[src/logic/mc_reset_seq.sv]
`timescale 1ns/1ns

module mc_reset_seq #(
  parameter int RESET_DELAY = 32
) (
  input  logic core_ref_clk,
  input  logic sys_rst_n,
  output logic user_rst,
  output logic calib_done
);

  localparam int CNT_W = $clog2(RESET_DELAY + 1);

  logic [CNT_W-1:0] delay_cnt;

  always_ff @(posedge core_ref_clk) begin
    if (!sys_rst_n) begin
      delay_cnt <= CNT_W'(RESET_DELAY);
    end else if (delay_cnt != '0) begin
      delay_cnt <= delay_cnt - 1'b1;  // stops at zero
    end
  end

  // user side reset held while the delay runs
  always_ff @(posedge core_ref_clk) begin
    if (!sys_rst_n) begin
      user_rst <= 1'b1;
    end else begin
      user_rst <= (delay_cnt != '0);
    end
  end

  // no real calibration here, done one cycle after user reset drops
  always_ff @(posedge core_ref_clk) begin
    if (!sys_rst_n) begin
      calib_done <= 1'b0;
    end else begin
      calib_done <= ~user_rst;
    end
  end

endmodule

[config.mk]
export PLATFORM = sky130hd
export DESIGN_NAME = mc_reset_seq
export DESIGN_NICKNAME = d
export VERILOG_FILES = /design/src/logic/mc_reset_seq.sv
export SDC_FILE = /design/constraint.sdc
export NUM_CORES = 1
export LEC_CHECK = 0
export ABC_AREA = 1
export BUFFER_PORTS_ARGS = -buffer_cell sky130_fd_sc_hd__buf_2
export CORE_AREA = 5 5 42 44
export DETAILED_ROUTE_END_ITERATION = 12
export DIE_AREA = 0 0 47 49
export GPL_ROUTABILITY_DRIVEN = 0
export SKIP_LAST_GASP = 1
export SYNTH_ARGS = -nofsm -noshare
export SYNTH_HDL_FRONTEND = slang
export SYNTH_SLANG_ARGS = --single-unit
[constraint.sdc]
create_clock -name core_ref_clk -period 2.54 [get_ports core_ref_clk]
set_input_delay 0.635 -clock core_ref_clk [delete_from_list [all_inputs] [get_ports core_ref_clk]]
set_output_delay 0.635 -clock core_ref_clk [all_outputs]
set_load 0.02 [all_outputs]
==> Flow_metrics.wiki, run 1 <==
{| class="wikitable"
! Metric !! Value
|-
| Resize count post-CTS || 0
|-
| Vias in the first global route || ~270
|-
| Flops & latches, synth || 8
|-
| Final std cells w/o fill || 67
|-
| Initial core utilization || 0.264
|-
| Number of nets in the layout || between 50 and 60
|-
| Antenna cells || 0
|-
| Path type of the worst setup path || flip-flop to output port
|-
| Number of fill cells || 153
|-
| Worst-Margin Slew || 0.201 ns
|-
| Mapped Area || 370 µm²
|-
| Result of the run || complete, no violations
|-
| Via-to-Cell Ratio || 4.09
|-
| Post-Route WL || 593 µm
|-
| Hold Crit Depth || 1
|-
| WP buf/inv || 1
|-
| Worst path max stage delay || ~0.32 ns
|-
| Complex-gate fraction of the synthesized area || 0.0372
|-
| Synthesized-area fraction occupied by adder cells || 0.0676
|-
| PortBufs || 3
|-
| Root Buffer Master || clkbuf_4
|-
| Num rows || 14
|-
| Setup tns final || 0 ns
|-
| Power density relative to cell area || 1300 nW/µm²
|-
| Area delta synth->final || 15.5%
|-
| Final worst-path cycle share || 0.540
|-
| Number of buffers inserted for hold repair after clock tree synthesis || 0
|-
| Static power due to leakage || 0.196 nW
|-
| Worst setup slack for register-to-register paths || 1.39 ns
|-
| Buffer depth of the longest clock path || 2
|-
| Overflow left after global routing || 0
|-
| Post-synth top area cell || dfxtp_1
|-
| Flip-flop and latch area || 160 µm²
|-
| Fmax achieved || 729 MHz
|-
| Max-Cap Viols || 0
|-
| Largest net degree at the start of global routing || 7
|-
| Number of nets with antenna violations after detailed routing || 0
|-
| Slack of the critical path || 1.17 ns
|-
| Slowest stage cell, crit path || dfxtp_1
|-
| Worst-case setup slack after placement || 1.38 ns
|-
| Clock transition at the registers of the reported paths || 0.05 ns
|-
| Share of final-layout standard cells stronger than drive strength 1 || 0.216
|-
| Die ar. || 2300 µm²
|-
| Drt first-iter violations || 0
|-
| Most area-consuming cells after synthesis || dfxtp_1, nand2_1, ha_1, inv_1, nand4_4
|-
| Synthesized area per cell || 8.23 µm²
|-
| DRC violation count after routing || 0
|-
| Source of the worst hold timing path || user_rst$_SDFF_PN1_
|-
| Maximum ir drop on the vdd rail || roughly 0.00044 V
|-
| Unrepaired setup endpoints after global routing || no
|-
| Post-layout total power || around 0.56 mW
|-
| Multi-input combinational cell area || 188 µm²
|-
| Wire length of the first global-routing pass || 1010 µm
|-
| R2R cell count || 5
|-
| Largest delay contributor family on the critical path || flip-flops
|-
| Post-CTS setup buffer count || 0
|-
| Hold slack || 0.418 ns
|-
| Cells along the critical path || buf_2
|-
| Mux cell area share after synthesis || 0
|-
| Sequential-to-total area share from yosys stat || 0.432
|-
| WL/cell || 8.85 µm
|-
| Number of antenna violations at the first check in global routing || 0
|-
| CP required || approximately 1.9 ns
|-
| Relative slew margins || 0.866
|-
| TritonCTS clock tree || yes
|-
| Library cells used by synthesis || 15
|-
| Crit path arrival time || around 0.74 ns
|-
| Top cell type's share of synthesized area || 0.432
|-
| Vias after detailed routing || 274
|-
| Net count after synthesis || 49
|-
| Die span in x || 47 µm
|-
| Vert. Die Dim || 49 µm
|-
| Worst flop-to-flop path startpoint || delay_cnt[0]$_SDFFE_PN0P_
|-
| Share of synthesized cell area in and, or, nand and nor gates || 0.378
|-
| Placed cell count || 64
|-
| CP Max Fanout || 2
|-
| Layout Skew || 0.00439 ns
|-
| Dominant combinational cell family by area after synthesis || simple AND/OR/NAND/NOR gates
|-
| Post-synthesis share of cell area spent on xor and xnor gates || 0.0236
|-
| Hold EP || calib_done$_SDFF_PN0_
|-
| Worst skew pair latency || between 0.2 and 0.3 ns
|-
| Number of instances in the synthesized netlist || 45
|-
| Core Area || 1400 µm²
|-
| Hold Fails Final Rpt || 0
|-
| Count of endpoints failing setup in the final report || 0
|-
| TritonCTS Buffers || 3
|-
| Length of the first detailed-routing pass in iterations || 1
|-
| DP HPWL || 480 µm
|-
| Worst Setup End Kind || output port
|-
| Sink count of the clock tree || 8
|-
| GRT Resource Usage Total || 0.0649
|-
| End of the worst register-to-register path || delay_cnt[2]$_SDFFE_PN0P_
|-
| Min Clock Period, post-route || 1.37 ns
|-
| Warnings from Yosys || 0
|-
| H-tree level count || 1
|-
| Max Slew Vio Count || 0
|-
| Class of the worst hold path || flip-flop to flip-flop
|-
| Element type at the critical path start || flip-flop
|-
| I/O pin total || 4
|}
cell usage in the layout (no fill, tap or decap):
cell type,netlist,final
nand4_1,1,1
nor2_1,3,3
a21oi_1,1,1
nand3_1,3,3
inv_1,6,6
a21oi_2,1,1
ha_1,2,2
nand3b_1,1,1
xnor2_1,1,1
or2_0,1,1
nor2_4,1,1
buf_2,0,3
nand2_1,13,13
dfxtp_1,8,8
nand4_4,1,1
clkbuf_4,0,3
nor2_2,2,2
state kept, by name, indices dropped and copies added (netlist names):
name        flops
user_rst        1
calib_done      1
delay_cnt       6
final cells by class:
| cell class | instances | share of cell area |
|---|---|---|
| flip-flops and latches | 8 | 0.374 |
| multi-input cells | 31 | 0.439 |
| well taps | 16 | 0.0468 |
| repair buffers | 3 | 0.0351 |
| clock buffers | 3 | 0.0526 |
| inverters | 6 | 0.0526 |
cells in the mapped netlist:
cell	count
a21oi_1	1
a21oi_2	1
dfxtp_1	8
ha_1	2
inv_1	6
nand2_1	13
nand3_1	3
nand3b_1	1
nand4_1	1
nand4_4	1
nor2_1	3
nor2_2	2
nor2_4	1
or2_0	1
xnor2_1	1
worst reg2reg max path: stages, from the launching register on:
cell     delay, ns
dfxtp_1       0.31
inv_1         0.14
ha_1          0.23
nand4_4       0.14
nand2_1       0.16
nor2_1        0.06
cells by family after synthesis:
logic type / Yosys count
buf+inv: 6
fa+ha+maj: 2
flops: 8
compound gates: 2
simple gates: 26
xor+xnor: 1
layer usage:
metal / vias up / track usage / wire, µm
li1: 152 / - / -
met5: - / 0 / 0
met3: 0 / 0.0369 / 40
met1: 118 / 0.0618 / 255
met2: 4 / 0.0950 / 298
met4: 0 / 0.0553 / 0
how the worst max path moves through the flow:
stage	endpoint	depth (start not counted)	slack [ns]	from
after floorplan	user_rst	0	1.49	user_rst$_SDFF_PN1_
after global placement	delay_cnt[4]$_SDFFE_PN0P_	5	1.40	delay_cnt[0]$_SDFFE_PN0P_
after detailed placement	delay_cnt[2]$_SDFFE_PN0P_	5	1.38	delay_cnt[0]$_SDFFE_PN0P_
after CTS	user_rst	1	1.15	user_rst$_SDFF_PN1_
after global routing	user_rst	1	1.12	user_rst$_SDFF_PN1_
final	user_rst	1	1.17	user_rst$_SDFF_PN1_
power by group:
group          total [mW]  switching [mW]  internal, mW
clock network      0.0951          0.0412        0.0539
logic               0.244           0.142         0.102
registers           0.219          0.0437         0.175
total               0.558           0.227         0.331
metrics by stage:
step,util,area (µm²)
2_1_floorplan,-,370
3_3_place_gp,0.289,405
3_5_place_dp,0.289,405
4_1_cts,0.305,428
5_1_grt,0.305,428
6_report,0.305,428
(Power assumes the default switching activity.)
==> inputs of run 2 (changes only) <==
==> constraint.sdc (replaced) <==
create_clock -name core_ref_clk -period 1.39 [get_ports core_ref_clk]
set_input_delay 0.3475 -clock core_ref_clk [delete_from_list [all_inputs] [get_ports core_ref_clk]]
set_output_delay 0.3475 -clock core_ref_clk [all_outputs]
set_load 0.02 [all_outputs]
==> run 2 against run 1 <==
  * Flip-flop and latch count unchanged
  * Sequential share of layout area stayed put
  * Cell area stayed put
  * Count of clock-buffer cells in the layout unchanged
  * Non-clock buffer count unchanged
  * Clock power is 87% higher
  * Cell count is the same
  * Worst setup slack worse by 0.91 ns
  * Largest cell class unchanged
==> Flow_metrics.wiki, run 2 (synthesized netlist as in run 1, its figures left out) <==
{| class="wikitable"
! Metric !! Value
|-
| Result of the run || complete, no violations
|-
| Class of the worst hold path || input port to flip-flop
|-
| WL/cell || 8.61 µm
|-
| Post-layout total power || 1.02 mW
|-
| Hold Fails Final Rpt || 0
|-
| Largest net degree at the start of global routing || 7
|-
| Top Metal Used || met4
|-
| Number of nets with antenna violations after detailed routing || 0
|-
| Vias after detailed routing || 287
|-
| Number of fill cells || 155
|-
| Power density relative to cell area || 2380 nW/µm²
|-
| Area delta synth->final || 15.5%
|-
| Drt first-iter violations || 5
|-
| Worst skew pair latency || 0.25 ns
|-
| Number of buffers inserted for hold repair after clock tree synthesis || 0
|-
| Layout Skew || 0.00319 ns
|-
| Die span in x || 47 µm
|-
| Overflow left after global routing || 0
|-
| Registers with the most flip-flops || delay_cnt x6, calib_done x1, user_rst x1
|-
| Fmax achieved || 883 MHz
|-
| Detailed-routed wire length on met2 || 251 µm
|-
| Length of the first detailed-routing pass in iterations || 2
|-
| Sink count of the clock tree || 8
|-
| Worst path max stage delay || 0.30 ns
|-
| Worst-Margin Slew || 0.201 ns
|-
| Root Buffer Master || clkbuf_4
|-
| Post-Route WL || 577 µm
|-
| Setup tns final || 0 ns
|-
| Routed length on met3 || ~41 µm
|-
| Max reg flops || 6
|-
| DRC violation count after routing || 0
|-
| PortBufs || 3
|-
| Path type of the worst setup path || flip-flop to flip-flop
|-
| Static power due to leakage || roughly 0.2 nW
|-
| TritonCTS Buffers || 3
|-
| GRT Resource Usage Total || 0.0664
|-
| Die ar. || 2300 µm²
|-
| Initial core utilization || 0.264
|-
| Wire length of the first global-routing pass || 1060 µm
|-
| Count of endpoints failing setup in the final report || 0
|-
| CP Max Fanout || 6
|-
| Placed cell count || 64
|-
| I/O pin total || 4
|-
| TritonCTS clock tree || yes
|-
| Max Slew Vio Count || 0
|-
| Top library cells by usage in the layout, fill and taps aside || nand2_1, dfxtp_1, inv_1
|-
| Unrepaired setup endpoints after global routing || no
|-
| Met1 WL || 272 µm
|-
| Cells along the critical path || inv_1 > ha_1 > nand4_4 > nor2_2 > nand2_1 > nand2_1
|-
| Resize count post-CTS || 0
|-
| Num rows || 14
|-
| Slowest stage cell, crit path || dfxtp_1
|-
| Max-Cap Viols || 0
|-
| Vias in the first global route || ~270
|-
| Most Frequent Cell on Critical Path || nand2_1
|-
| Via-to-Cell Ratio || 4.28
|-
| Relative slew margins || 0.866
|-
| Element type at the critical path start || flip-flop
|-
| Buffer depth of the longest clock path || 2
|-
| Register containing the most flip-flops in the final layout || delay_cnt
|-
| CP required || 1.59 ns
|-
| Core Area || approximately 1400 µm²
|-
| Share of final-layout standard cells stronger than drive strength 1 || 0.216
|-
| Number of antenna violations at the first check in global routing || 0
|-
| Antenna cells || 0
|-
| Most common cell after layout, fill and taps aside || nand2_1
|-
| Number of nets in the layout || 57
|-
| Maximum ir drop on the vdd rail || 0.000835 V
|-
| Worst Setup End Kind || flip-flop
|-
| Final std cells w/o fill || 67
|-
| Clock transition at the registers of the reported paths || 0.05 ns
|-
| H-tree level count || 1
|-
| Final worst-path cycle share || 0.815
|-
| Crit path arrival time || between 1 and 1.5 ns
|-
| Min Clock Period, post-route || approximately 1.1 ns
|-
| Vert. Die Dim || 49 µm
|-
| DP HPWL || 464 µm
|-
| Post-CTS setup buffer count || 0
|}
-- run 2: cell counts in the layout (fill, tap and decap cells not counted) --
No cell type changed its count.
-- run 2: final timing paths --
path                              from  cells after the start  slack (ns)                        end
min reg2reg        user_rst$_SDFF_PN1_                      1        0.42      calib_done$_SDFF_PN0_
min                          sys_rst_n                      2        0.31  delay_cnt[5]$_SDFFE_PN1P_
max          delay_cnt[0]$_SDFFE_PN0P_                      6        0.26  delay_cnt[0]$_SDFFE_PN0P_
max reg2reg  delay_cnt[0]$_SDFFE_PN0P_                      6        0.26  delay_cnt[0]$_SDFFE_PN0P_
-- run 2: metal layers --
metal / GRT usage / up-vias
li1: - / 153
met1: 0.0710 / 125
met2: 0.0905 / 7
met3: 0.0369 / 2
met4: 0.0553 / 0
met5: 0 / -
-- run 2: layout make-up --
| type | count | area [µm²] | area share |
|---|---|---|---|
| multi-input combinational | 31 | 188 | 0.439 |
| sequential | 8 | 160 | 0.374 |
| clock buffer | 3 | 22.5 | 0.0526 |
| inverter | 6 | 22.5 | 0.0526 |
| tap | 16 | 20.0 | 0.0468 |
| timing repair buffer | 3 | 15.0 | 0.0351 |
-- run 2: power by group --
part	total, mW	internal (mW)	switching, mW
logic	0.441	0.187	0.254
clock network	0.178	0.0988	0.0792
registers	0.401	0.320	0.0806
total	1.02	0.606	0.414
-- run 2: worst max-delay path, delay by kind of cell (launching register included) --
family	cells	cell delay, ns
simple gates	4	0.39
flops	1	0.30
buf+inv	1	0.15
fa+ha+maj	1	0.22
-- run 2: per-stage QoR --
step / hold slack (ns) / cell area (µm²) / utilization / setup WS [ns]
final: 0.312 / 428 / 0.305 / 0.257
after global routing: 0.316 / 428 / 0.305 / 0.132
after CTS: 0.310 / 428 / 0.305 / 0.250
after detailed placement: 0.407 / 405 / 0.289 / 0.252
after global placement: 0.408 / 405 / 0.289 / 0.261
after floorplan: 0.416 / 370 / - / 0.372
