$ cat config.mk
export PLATFORM = sky130hd
export DESIGN_NAME = noc_mem_bridge
export DESIGN_NICKNAME = d
export VERILOG_FILES = /design/src/logic/mc_pkg.sv /design/src/logic/noc_mem_bridge.sv
export VERILOG_INCLUDE_DIRS = /design/src /design/src/include
export SDC_FILE = /design/constraint.sdc
export NUM_CORES = 1
export LEC_CHECK = 0
export ABC_CLOCK_PERIOD_IN_PS = 5540
export BUFFER_PORTS_ARGS = -buffer_cell sky130_fd_sc_hd__buf_2
export CAP_MARGIN = 15
export CORE_ASPECT_RATIO = 0.9
export CORE_MARGIN = 2
export CORE_UTILIZATION = 47
export CTS_CLUSTER_SIZE = 20
export DETAILED_ROUTE_END_ITERATION = 8
export PLACE_DENSITY = 0.89
export SETUP_SLACK_MARGIN = 0.3
export SYNTH_ARGS = -nofsm -noshare
export SYNTH_HDL_FRONTEND = slang
export SYNTH_SLANG_ARGS = --single-unit
export TNS_END_PERCENT = 5
$ cat constraint.sdc
create_clock -name core_ref_clk -period 5.54 [get_ports core_ref_clk]
set_input_delay 0.277 -clock core_ref_clk [delete_from_list [all_inputs] [get_ports core_ref_clk]]
set_output_delay 0.277 -clock core_ref_clk [all_outputs]
set_load 0.05 [all_outputs]
$ cat src/include/mc_msg_fields.svh
`ifndef MC_MSG_FIELDS_SVH
`define MC_MSG_FIELDS_SVH

// header field widths, msb first
`define MC_MSG_TYPE_W     8
`define MC_MSHR_ID_W      8
`define MC_PAYLOAD_LEN_W  8
`define MC_HDR_RSVD_W     40

// message type codes
`define MC_MSG_LOAD_MEM_CODE       8'd19
`define MC_MSG_STORE_MEM_CODE      8'd20
`define MC_MSG_LOAD_MEM_ACK_CODE   8'd24
`define MC_MSG_STORE_MEM_ACK_CODE  8'd25

`endif

$ cat src/logic/mc_pkg.sv
`include "mc_msg_fields.svh"

package mc_pkg;

  localparam int NOC_DATA_WIDTH = 64;  // flit width
  localparam int MEM_ADDR_WIDTH = 64;  // byte address
  localparam int WORD_BYTES     = 8;   // bytes per memory word

  typedef enum logic [`MC_MSG_TYPE_W-1:0] {
    MSG_LOAD_MEM      = `MC_MSG_LOAD_MEM_CODE,
    MSG_STORE_MEM     = `MC_MSG_STORE_MEM_CODE,
    MSG_LOAD_MEM_ACK  = `MC_MSG_LOAD_MEM_ACK_CODE,
    MSG_STORE_MEM_ACK = `MC_MSG_STORE_MEM_ACK_CODE
  } msg_type_e;

  typedef struct packed {
    msg_type_e                     msg_type;
    logic [`MC_MSHR_ID_W-1:0]      mshr_id;      // requester tag, echoed back
    logic [`MC_PAYLOAD_LEN_W-1:0]  payload_len;  // flits after the header
    logic [`MC_HDR_RSVD_W-1:0]     reserved;
  } flit_hdr_t;

  typedef struct packed {
    logic                       is_store;
    logic [MEM_ADDR_WIDTH-1:0]  addr;
    logic [NOC_DATA_WIDTH-1:0]  wdata;
    logic                       spare;  // tied low
  } mem_req_t;

  typedef struct packed {
    logic [NOC_DATA_WIDTH-1:0]  rdata;
    logic                       was_store;
  } mem_rsp_t;

endpackage

$ cat src/logic/noc_mem_bridge.sv
`timescale 1ns/1ns

module noc_mem_bridge
  import mc_pkg::*;
(
  input  logic                      core_ref_clk,
  input  logic                      user_rst,
  input  logic                      calib_done,
  input  logic [NOC_DATA_WIDTH-1:0] flit_in_data,
  input  logic                      flit_in_val,
  output logic                      flit_in_rdy,
  output logic [NOC_DATA_WIDTH-1:0] flit_out_data,
  output logic                      flit_out_val,
  input  logic                      flit_out_rdy,
  output mem_req_t                  mem_req,
  output logic                      mem_req_val,
  input  mem_rsp_t                  mem_rsp,
  input  logic                      mem_rsp_val
);

  typedef enum logic [2:0] {
    RECV_HDR,
    RECV_ADDR,
    RECV_DATA,
    DROP_PAYLOAD,
    ISSUE,
    WAIT_MEM,
    SEND_HDR,
    SEND_DATA
  } bridge_state_e;

  bridge_state_e             state;
  flit_hdr_t                 in_hdr;
  flit_hdr_t                 hdr_q;
  flit_hdr_t                 rsp_hdr;
  logic [MEM_ADDR_WIDTH-1:0] addr_q;
  logic [NOC_DATA_WIDTH-1:0] wdata_q;
  logic [NOC_DATA_WIDTH-1:0] rdata_q;
  logic                      rsp_store_q;
  logic [7:0]                drop_cnt;
  logic                      in_fire;
  logic                      out_fire;

  assign in_hdr   = flit_hdr_t'(flit_in_data);
  assign in_fire  = flit_in_val & flit_in_rdy;
  assign out_fire = flit_out_val & flit_out_rdy;

  // only listen while collecting a request
  assign flit_in_rdy = calib_done &
                       ((state == RECV_HDR) || (state == RECV_ADDR) ||
                        (state == RECV_DATA) || (state == DROP_PAYLOAD));

  always_ff @(posedge core_ref_clk) begin
    if (user_rst) begin
      state    <= RECV_HDR;
      drop_cnt <= '0;
    end else begin
      unique case (state)
        RECV_HDR: begin
          if (in_fire) begin
            if (in_hdr.msg_type == MSG_LOAD_MEM || in_hdr.msg_type == MSG_STORE_MEM) begin
              state <= RECV_ADDR;
            end else if (in_hdr.payload_len != '0) begin
              state    <= DROP_PAYLOAD;  // unknown type, swallow its payload
              drop_cnt <= in_hdr.payload_len;
            end
          end
        end
        RECV_ADDR: begin
          if (in_fire) begin
            state <= (hdr_q.msg_type == MSG_STORE_MEM) ? RECV_DATA : ISSUE;
          end
        end
        RECV_DATA: begin
          if (in_fire) begin
            state <= ISSUE;
          end
        end
        DROP_PAYLOAD: begin
          if (in_fire) begin
            drop_cnt <= drop_cnt - 1'b1;
            if (drop_cnt == 8'd1) begin
              state <= RECV_HDR;
            end
          end
        end
        ISSUE: state <= WAIT_MEM;  // single-cycle request strobe
        WAIT_MEM: begin
          if (mem_rsp_val) begin
            state <= SEND_HDR;
          end
        end
        SEND_HDR: begin
          if (out_fire) begin
            state <= rsp_store_q ? RECV_HDR : SEND_DATA;
          end
        end
        SEND_DATA: begin
          if (out_fire) begin
            state <= RECV_HDR;
          end
        end
        default: state <= RECV_HDR;
      endcase
    end
  end

  // payload capture
  always_ff @(posedge core_ref_clk) begin
    if (state == RECV_HDR && in_fire) begin
      hdr_q <= in_hdr;
    end
    if (state == RECV_ADDR && in_fire) begin
      addr_q <= flit_in_data;
    end
    if (state == RECV_DATA && in_fire) begin
      wdata_q <= flit_in_data;
    end
    if (state == WAIT_MEM && mem_rsp_val) begin
      rdata_q     <= mem_rsp.rdata;
      rsp_store_q <= mem_rsp.was_store;
    end
  end

  assign mem_req_val    = (state == ISSUE);
  assign mem_req.is_store = (hdr_q.msg_type == MSG_STORE_MEM);
  assign mem_req.addr   = addr_q;
  assign mem_req.wdata  = wdata_q;
  assign mem_req.spare  = 1'b0;

  // response header, tag echoed from the request
  always_comb begin
    rsp_hdr.msg_type    = rsp_store_q ? MSG_STORE_MEM_ACK : MSG_LOAD_MEM_ACK;
    rsp_hdr.mshr_id     = hdr_q.mshr_id;
    rsp_hdr.payload_len = rsp_store_q ? 8'd0 : 8'd1;
    rsp_hdr.reserved    = '0;
  end

  assign flit_out_val  = (state == SEND_HDR) || (state == SEND_DATA);
  assign flit_out_data = (state == SEND_HDR) ? NOC_DATA_WIDTH'(rsp_hdr) : rdata_q;

endmodule

==> results.sh, run 1 <==
export IMPL_status="finished, final reports clean"
export IMPL_cts_sinks=220
export IMPL_peakVddDrop_mv=0.2478
export IMPL_synth_cell_type_count=41
export IMPL_die_area_sq_um=17380
export IMPL_crit_required_ns=5.26
export IMPL_crit_path_max_fanout=65
export IMPL_route_detailed_drc=0
export IMPL_synth_edf_count=209
export IMPL_rsz0062_at_grt="false"
export IMPL_netlist_area_sq_um=7681
export IMPL_yosys_area_top_type="edfxtp_1"
export IMPL_cap_viol_max_count=0
export IMPL_tns_ns=0
export IMPL_finalCritPeriodShare_pct=47.44
export IMPL_maxSlewViolCount=0
export IMPL_die_h_microns=125.3
export IMPL_drive_gt1_share_pct=44.19
export IMPL_ys_seq_area_share_pct=84.57
export IMPL_synth_net_count=546
export IMPL_crit_path_start_kind="register"
export IMPL_slew_limit_headroom_pct=41.79
export IMPL_synthMuxAreaShare_pct=1.450
export IMPL_cts_max_level=1
export IMPL_startpoint="state[0]"
export IMPL_leakagePower_nw=4.526
export IMPL_clk_pin_slew_ns=0.06
export IMPL_ios=332
export IMPL_post_synth_cell_area_avg_sq_um=18.78
export IMPL_fin_skew_ns=0.008877
export IMPL_ys_top_cells_by_area="edfxtp_1, and2_1, dfxtp_1"
export IMPL_start_util_pct=47.78
export IMPL_grt_total_usage_pct=23.72
export IMPL_r2r_slack_ns=3.21
export IMPL_path_class="reg -> out"
export IMPL_hold_violations=0
export IMPL_numCtsBuffers=23
export IMPL_vias_per_cell=4.967
export IMPL_insertion_delay_ns=0.49
export IMPL_synthAdderAreaFrac_pct=0.3258
export IMPL_die_width_microns=138.8
export IMPL_diodes=0
export IMPL_grt_max_degree=66
export IMPL_ant_nets=0
export IMPL_setup_viol_count_final=0
export IMPL_min_period_ns=2.628
export IMPL_root_buffer="clkbuf_16"
export IMPL_synth_top_family_by_area="simple AND/OR/NAND/NOR gates"
export IMPL_antenna_found_initial=1
export IMPL_synth_most_common_cell="edfxtp_1"
export IMPL_async_flop_share_pct=0
export IMPL_ys_warn_count=0
export IMPL_r2r_cells=5
export IMPL_synth_compound_area_share_pct=3.339
export IMPL_syn2layout_area_growth_pct=48.51
export IMPL_cts_buffer_depth=3
export IMPL_ys_top_cells_by_count="edfxtp_1, and2_1, a21oi_1, nor2_1, nand2_1"
export IMPL_worstPathArrival_ns=2.35
export IMPL_hold_class="in -> reg"
export IMPL_synth_top_area_share_pct=81.71
export IMPL_r2r_start="state[1]"
export IMPL_crit_path_end="flit_out_data[51]"
export IMPL_ys_ff_latch=220
export IMPL_wl_per_cell_microns=19.69
export IMPL_routabilityCongestion=0.8377
export IMPL_place_area_sq_um=9592
export IMPL_synthFlopType="edfxtp_1"
export IMPL_grt_pass1_wl_microns=31710
export IMPL_grt_overflow_total=0
export IMPL_cts_tree="yes"
export IMPL_nNetsFinal=1001
export IMPL_p_per_area_nw_per_um2=323.0
export IMPL_fin_area_sq_um=11410
export IMPL_finalWirelength_microns=21360
export IMPL_hpwl_microns=13110
export IMPL_core_sq_um=16080
export IMPL_hold_ws_ns=0.01606
export IMPL_synth_xor_area_share_pct=0.1140
export IMPL_drt_iter0_drc=399
export IMPL_postSynthCellCount=409
export IMPL_n_fill_cell=1017
export IMPL_io_buffers=330
export IMPL_timing_fmax_ghz=0.3805
export IMPL_synthSimpleGateAreaFrac_pct=9.008
export IMPL_vias=5389
export IMPL_critPathCaptureType="primary output"
export IMPL_reg2reg_to="drop_cnt[2]"
export IMPL_grt_pass1_vias=5589
export IMPL_worst_pin_slew_ns=0.8732
export IMPL_drt_first_pass_iters=5
export IMPL_rows=44
-- cell type report --
type / instances / area, sq um / area share, %
Clock buffer: 26 / 586.8 / 5.144
Clock inverter: 13 / 120.1 / 1.053
Inverter: 6 / 22.52 / 0.1974
Multi-Input combinational cell: 169 / 1125 / 9.861
Sequential cell: 220 / 6496 / 56.95
Tap cell: 207 / 259.0 / 2.270
Timing Repair Buffer: 444 / 2798 / 24.53
-- cell families (layout without fill, tap and decap cells) --
kind of cell | Yosys count | count (layout)
DFF | 220 | 220
other | 1 | 1
xor gates and xnor gates | 1 | 1
muxes | 10 | 10
buffers and inverters | 20 | 489
AOI/OAI and AO/OA | 37 | 37
adders and majority gates | 2 | 2
and+or+nand+nor | 118 | 118
-- registers in the layout, indices dropped and copies added, names as in the netlist --
| register | flops |
|---|---|
| addr_q | 64 |
| rdata_q | 64 |
| wdata_q | 64 |
| hdr_q | 16 |
| drop_cnt | 8 |
| state | 3 |
| rsp_store_q | 1 |
-- through the flow --
stage	util, %	worst slack [ns]	std cells	total power [mW]
2_1_floorplan	-	1.570	409	2.083
3_3_place_gp	59.67	2.954	937	2.179
3_5_place_dp	59.67	2.851	937	2.190
4_1_cts	70.73	2.839	1083	3.685
5_1_grt	70.96	2.799	1085	3.805
6_report	70.96	2.912	1085	3.685
-- cell usage in the layout (no fill, tap or decap), drive strengths merged, types with 3 or more instances in the layout --
master / netlist / routed
nor3: 6 / 6
or2: 3 / 3
clkinv: 0 / 8
nor2: 16 / 16
nand2: 12 / 12
edfxtp: 209 / 209
clkbuf: 11 / 26
nand3b: 4 / 4
dfxtp: 11 / 11
nor4b: 4 / 4
and2: 53 / 53
mux2: 9 / 9
dlygate4sd3: 0 / 108
a211o: 4 / 4
a21oi: 16 / 16
nand2b: 7 / 7
a211oi: 3 / 3
nor4: 3 / 3
inv: 6 / 7
buf: 3 / 336
o21ai: 7 / 7
-- timing repair --
item	CTS	global route
setup buffers	0	0
setup endpoints to repair	0	0
gates resized for setup	0	0
hold buffers	107	1
hold endpoints to repair	150	2
-- where the power goes --
part | switching [mW] | internal [mW] | total [mW]
logic | 0.207 | 0.133 | 0.340
registers | 0.0205 | 1.86 | 1.88
clock network | 0.607 | 0.853 | 1.46
-- critical path, cell delays in order, from the launching register on --
cell	delay [ns]
dfxtp_1	0.55
nand3b_1	0.17
buf_4	0.46
mux2_2	0.42
buf_2	0.22
-- worst min path at each step --
| stage | start | end | cells past startpoint |
|---|---|---|---|
| 6_report | flit_in_data[40] | addr_q[40] | 1 |
| 3_3_place_gp | mem_rsp[54] | rdata_q[53] | 1 |
| 2_1_floorplan | flit_in_data[0] | addr_q[0] | 0 |
| 5_1_grt | flit_in_data[40] | addr_q[40] | 1 |
| 3_5_place_dp | mem_rsp[61] | rdata_q[60] | 1 |
| 4_1_cts | flit_in_data[2] | addr_q[2] | 1 |
-- routing by layer --
metal | up-vias | share of wire, % | wire length (microns) | GRT usage [%]
met1 | 2582 | 36 | 7598 | 28.06
met5 | - | 0.061 | 13 | 0
met2 | 299 | 54 | 11620 | 44.23
li1 | 2455 | - | - | -
met4 | 2 | 2.9 | 625 | 7.071
met3 | 51 | 7.0 | 1502 | 4.481
Note: power is estimated with default switching activity, not from simulation.
==> run 2, diff against run 1 <==
ABC_AREA = 1   (was not set)
ABC_CLOCK_PERIOD_IN_PS = 2500   (was 5540)
CORE_UTILIZATION = 48   (was 47)
PLACE_DENSITY = 0.9   (was 0.89)
clock period = 2.5 ns   (was 5.54 ns; I/O delays follow)
==> results.sh, run 2 <==
export IMPL_nNetsFinal=1166
export IMPL_swShare_pct=23.28
export IMPL_numCtsBuffers=23
export IMPL_hold_violations=0
export IMPL_fin_cells=1251
export IMPL_p_per_area_nw_per_um2=702.9
export IMPL_hp_start="flit_out_rdy"
export IMPL_crit_path_start_kind="register"
export IMPL_hpwl_microns=13630
export IMPL_worstPathArrival_ns=1.99
export IMPL_drt_iter0_drc=409
export IMPL_synth_edf_count=209
export IMPL_hold_class="in -> reg"
export IMPL_ys_seq_area_share_pct=82.41
export IMPL_grt_pass1_wl_microns=32050
export IMPL_top_regs="addr_q x64, rdata_q x64, wdata_q x64"
export IMPL_insertion_delay_ns=0.50
export IMPL_syn2layout_area_growth_pct=50.56
export IMPL_postCtsSetupRepairBufs=0
export IMPL_cap_viol_max_count=0
export IMPL_antenna_found_initial=1
export IMPL_r2r_cells=5
export IMPL_cts_sinks=220
export IMPL_ys_top_cells_by_count="edfxtp_1, nor2_1, inv_1"
export IMPL_min_period_ns=2.111
export IMPL_die_area_sq_um=17460
export IMPL_yosys_area_top_type="edfxtp_1"
export IMPL_place_area_sq_um=9866
export IMPL_grt_overflow_total=0
export IMPL_p_comb_share_pct=11.7
export IMPL_clk_pin_slew_ns=0.06
export IMPL_power_mw=8.342
export IMPL_route_detailed_drc=0
export IMPL_wl_per_cell_microns=17.35
export IMPL_async_flop_share_pct=0
export IMPL_seqPwrFrac_pct=50.5
export IMPL_netlist_area_sq_um=7883
export IMPL_fin_area_sq_um=11870
export IMPL_synth_cell_type_count=28
export IMPL_finalCritPeriodShare_pct=84.43
export IMPL_ys_ff_latch=220
export IMPL_root_buffer="clkbuf_16"
export IMPL_rsz0062_at_grt="true"
export IMPL_drt_first_pass_iters=5
export IMPL_cts_max_level=1
export IMPL_r2r_slack_ns=0.82
export IMPL_grt_pass1_vias=5970
export IMPL_fin_skew_ns=0.02350
export IMPL_setup_viol_count_final=0
export IMPL_critPathCaptureType="primary output"
export IMPL_synth_most_common_cell="edfxtp_1"
export IMPL_synth_net_count=686
export IMPL_pwr_share_clk_pct=37.9
export IMPL_final_cell_mix="buf_2, edfxtp_1, dlygate4sd3_1"
export IMPL_ant_nets=0
export IMPL_crit_required_ns=2.38
export IMPL_rows=44
export IMPL_synth_top_area_share_pct=79.62
export IMPL_grt_max_degree=65
export IMPL_ys_top_cells_by_area="edfxtp_1, nor2_1, inv_1"
export IMPL_drive_gt1_share_pct=37.20
export IMPL_ys_warn_count=0
export IMPL_synthFlopType="edfxtp_1"
export IMPL_peakVddDrop_mv=0.5902
export IMPL_vias_per_cell=4.815
export IMPL_cts_buffer_depth=3
export IMPL_die_width_microns=139.1
export IMPL_hold_ws_ns=0.05085
export IMPL_die_h_microns=125.6
export IMPL_grt_total_usage_pct=23.81
export IMPL_routabilityCongestion=0.8584
export IMPL_crit_path_max_fanout=29
export IMPL_ios=332
export IMPL_post_synth_cell_area_avg_sq_um=14.36
export IMPL_vias=6023
export IMPL_maxSlewViolCount=0
export IMPL_whs_endpoint="state[2]"
export IMPL_dp_cells=1081
export IMPL_cts_tree="yes"
export IMPL_start_util_pct=48.87
export IMPL_tns_ns=0
export IMPL_switchingPower_mw=1.942
export IMPL_final_common_cell="buf_2"
export IMPL_core_sq_um=16130
export IMPL_io_buffers=330
export IMPL_path_class="reg -> out"
export IMPL_timing_fmax_ghz=0.4738
export IMPL_reg2reg_to="addr_q[41]"
export IMPL_leakagePower_nw=5.169
export IMPL_r2r_start="state[0]"
export IMPL_min_delay_path_depth=5
export IMPL_status="finished, final reports clean"
export IMPL_postSynthCellCount=549
export IMPL_finalWirelength_microns=21700
export IMPL_p_int_mw=6.400
-- run 2: logic make-up (layout without fill, tap and decap cells) --
kind of cell | count (synthesis) | count (layout) | share of synthesized area (%)
AOI/OAI and AO/OA | 17 | 17 | 1.238
adders and majority gates | 2 | 2 | 0.3174
buffers and inverters | 102 | 596 | 5.127
DFF | 220 | 220 | 82.41
other | 1 | 2 | 0.04757
and+or+nand+nor | 207 | 207 | 10.86
-- run 2: stage by stage --
stage	setup WS [ns]	util [%]
6_report	0.3893	73.57
5_1_grt	0.2906	73.57
4_1_cts	0.3301	73.53
3_5_place_dp	0.8564	61.16
3_3_place_gp	0.8648	61.16
2_1_floorplan	0.01725	-
-- run 2: timing repair --
item | in CTS | in global routing
setup endpoints to repair | 0 | 2
gates resized for setup | 0 | 1
hold buffers | 130 | 0
endpoints found under the hold margin | 210 | 0
-- run 2: final cells by class --
cell class	count	area, sq um
flip-flops and latches	220	6502
multi-input cells	227	1028
well taps	207	259.0
clock inverters	12	103.9
diodes	1	2.502
fillers	998	4263
inverters	91	341.6
clock buffers	27	590.6
repair buffers	466	3039
-- run 2: critical path, stage by stage (launching register included) --
cell	delay, ns
dfxtp_4	0.41
nand2_1	0.13
nor2_4	0.13
buf_4	0.31
nand2_1	0.13
nand2_1	0.11
buf_2	0.26
-- run 2: routing by layer --
metal | track usage, % | share of wire (%)
met5 | 0 | 0
met1 | 26.99 | 35
met3 | 4.711 | 6.7
met2 | 44.33 | 54
met4 | 9.329 | 3.6
-- run 2: worst max-delay path by stage --
stage | depth (start not counted) | endpoint | startpoint | slack, ns
floorplan | 2 | rdata_q[0] | state[2] | 0.02
global placement | 5 | addr_q[40] | state[0] | 0.86
detailed placement | 5 | addr_q[41] | state[0] | 0.86
CTS | 6 | flit_out_data[56] | state[2] | 0.33
global route | 6 | flit_out_data[49] | state[2] | 0.29
finish | 6 | flit_out_data[49] | state[2] | 0.39
-- run 2: power groups by stage --
stage | sequential, mW | combinational (mW) | clock [mW]
3_5_place_dp | 4.29 | 0.797 | 0
3_3_place_gp | 4.28 | 0.771 | 0
5_1_grt | 4.22 | 1.05 | 3.37
6_report | 4.21 | 0.973 | 3.16
2_1_floorplan | 4.45 | 0.367 | 0
4_1_cts | 4.21 | 0.962 | 3.20
==> run 3, diff against run 2 <==
ABC_CLOCK_PERIOD_IN_PS = 2200   (was 2500)
clock period = 2.2 ns   (was 2.5 ns; I/O delays follow)
==> results.sh, run 3 (same netlist as run 2, synthesis figures left out) <==
export IMPL_critPathCaptureType="primary output"
export IMPL_numCtsBuffers=22
export IMPL_clk_pin_slew_ns=0.06
export IMPL_setup_viol_count_final=0
export IMPL_grt_overflow_total=0
export IMPL_hold_class="in -> reg"
export IMPL_power_mw=9.711
export IMPL_wl_per_cell_microns=18.32
export IMPL_grt_pass1_wl_microns=34840
export IMPL_cts_buffer_depth=3
export IMPL_vias=6066
export IMPL_cts_tree="yes"
export IMPL_r2r_slack_ns=0.43
export IMPL_vias_per_cell=4.807
export IMPL_grt_max_degree=66
export IMPL_cts_max_level=1
export IMPL_final_common_cell="buf_2"
export IMPL_start_util_pct=48.87
export IMPL_nNetsFinal=1174
export IMPL_cts_sinks=220
export IMPL_syn2layout_area_growth_pct=54.09
export IMPL_die_width_microns=139.1
export IMPL_status="finished, final reports clean"
export IMPL_timing_fmax_ghz=0.5131
export IMPL_die_area_sq_um=17460
export IMPL_tns_ns=0
export IMPL_routabilityCongestion=0.8291
export IMPL_worstPathArrival_ns=1.84
export IMPL_path_class="reg -> out"
export IMPL_top_regs="addr_q x64, rdata_q x64, wdata_q x64"
export IMPL_insertion_delay_ns=0.51
export IMPL_finalCritPeriodShare_pct=88.59
export IMPL_hold_violations=0
export IMPL_ant_nets=0
export IMPL_grt_pass1_vias=6332
export IMPL_cap_viol_max_count=0
export IMPL_maxSlewViolCount=0
export IMPL_route_detailed_drc=0
export IMPL_rows=44
export IMPL_die_h_microns=125.6
export IMPL_min_period_ns=1.949
export IMPL_finalWirelength_microns=23120
export IMPL_crit_path_max_fanout=32
export IMPL_leakagePower_nw=5.280
export IMPL_crit_path_start_kind="register"
export IMPL_p_per_area_nw_per_um2=799.5
export IMPL_fin_skew_ns=0.02269
export IMPL_grt_total_usage_pct=25.82
export IMPL_rsz0062_at_grt="true"
export IMPL_ios=332
export IMPL_core_sq_um=16130
export IMPL_final_cell_mix="buf_2, edfxtp_1, dlygate4sd3_1"
export IMPL_peakVddDrop_mv=0.8923
export IMPL_drive_gt1_share_pct=39.32
export IMPL_antenna_found_initial=2
export IMPL_hpwl_microns=13630
export IMPL_crit_required_ns=2.09
export IMPL_io_buffers=330
export IMPL_drt_first_pass_iters=4
export IMPL_drt_iter0_drc=461
export IMPL_root_buffer="clkbuf_16"
run 3: repair_timing:
item,in CTS,in global routing
hold buffers,130,0
hold endpoints to repair,211,0
cloned,2,0
resized for setup,29,8
pin swaps,6,6
buffers inserted,7,0
setup endpoints to repair,13,44
run 3: layer usage:
metal / vias to the layer above / global-route usage, % / wire (microns)
met5: - / 0 / 0
met4: 0 / 9.447 / 835
met3: 68 / 4.826 / 1413
met2: 282 / 48.07 / 12470
met1: 2912 / 29.74 / 8396
li1: 2804 / - / -
run 3: final cells by class:
type,instances,area [sq um]
Sequential cell,220,6505
Fill cell,949,3984
Timing Repair Buffer,474,3221
Multi-Input combinational cell,227,1067
Clock buffer,27,589.3
Inverter,91,345.3
Tap cell,207,259.0
Clock inverter,13,147.6
Timing Repair inverter,1,7.507
Antenna cell,2,5.005
run 3: power breakdown:
part	switching, mW	internal, mW	leakage (nW)
combinational	0.701	0.429	2.94
clock	1.54	2.26	0.358
sequential	0.0572	4.72	1.98
run 3: path summary, 6_finish.rpt:
check                     from           endpoint  depth (start not counted)
setup reg to reg      state[2]         addr_q[43]                          5
hold reg to reg    drop_cnt[1]        drop_cnt[1]                          4
setup / recovery      state[0]  flit_out_data[58]                          6
hold / removal    flit_out_rdy           state[2]                          5
run 3: worst max-delay path, cell delays in order (launching register included):
cell,delay (ns)
dfxtp_2,0.41
nor2_4,0.08
buf_6,0.13
buf_12,0.12
buf_16,0.17
nor2_1,0.14
buf_2,0.28
run 3: stage by stage:
| step | hold slack, ns | util (%) | area (sq um) | std cells | setup slack [ns] |
|---|---|---|---|---|---|
| after global placement | 0.2865 | 61.32 | 9891 | 1081 | 0.5971 |
| after floorplan | 0.1694 | - | 7928 | 549 | -0.2827 |
| after global routing | 0.02420 | 75.30 | 12150 | 1262 | 0.2160 |
| after CTS | 0.006456 | 75.14 | 12120 | 1260 | 0.2906 |
| after detailed placement | 0.2881 | 61.32 | 9891 | 1081 | 0.5025 |
| final | 0.02634 | 75.30 | 12150 | 1262 | 0.2511 |
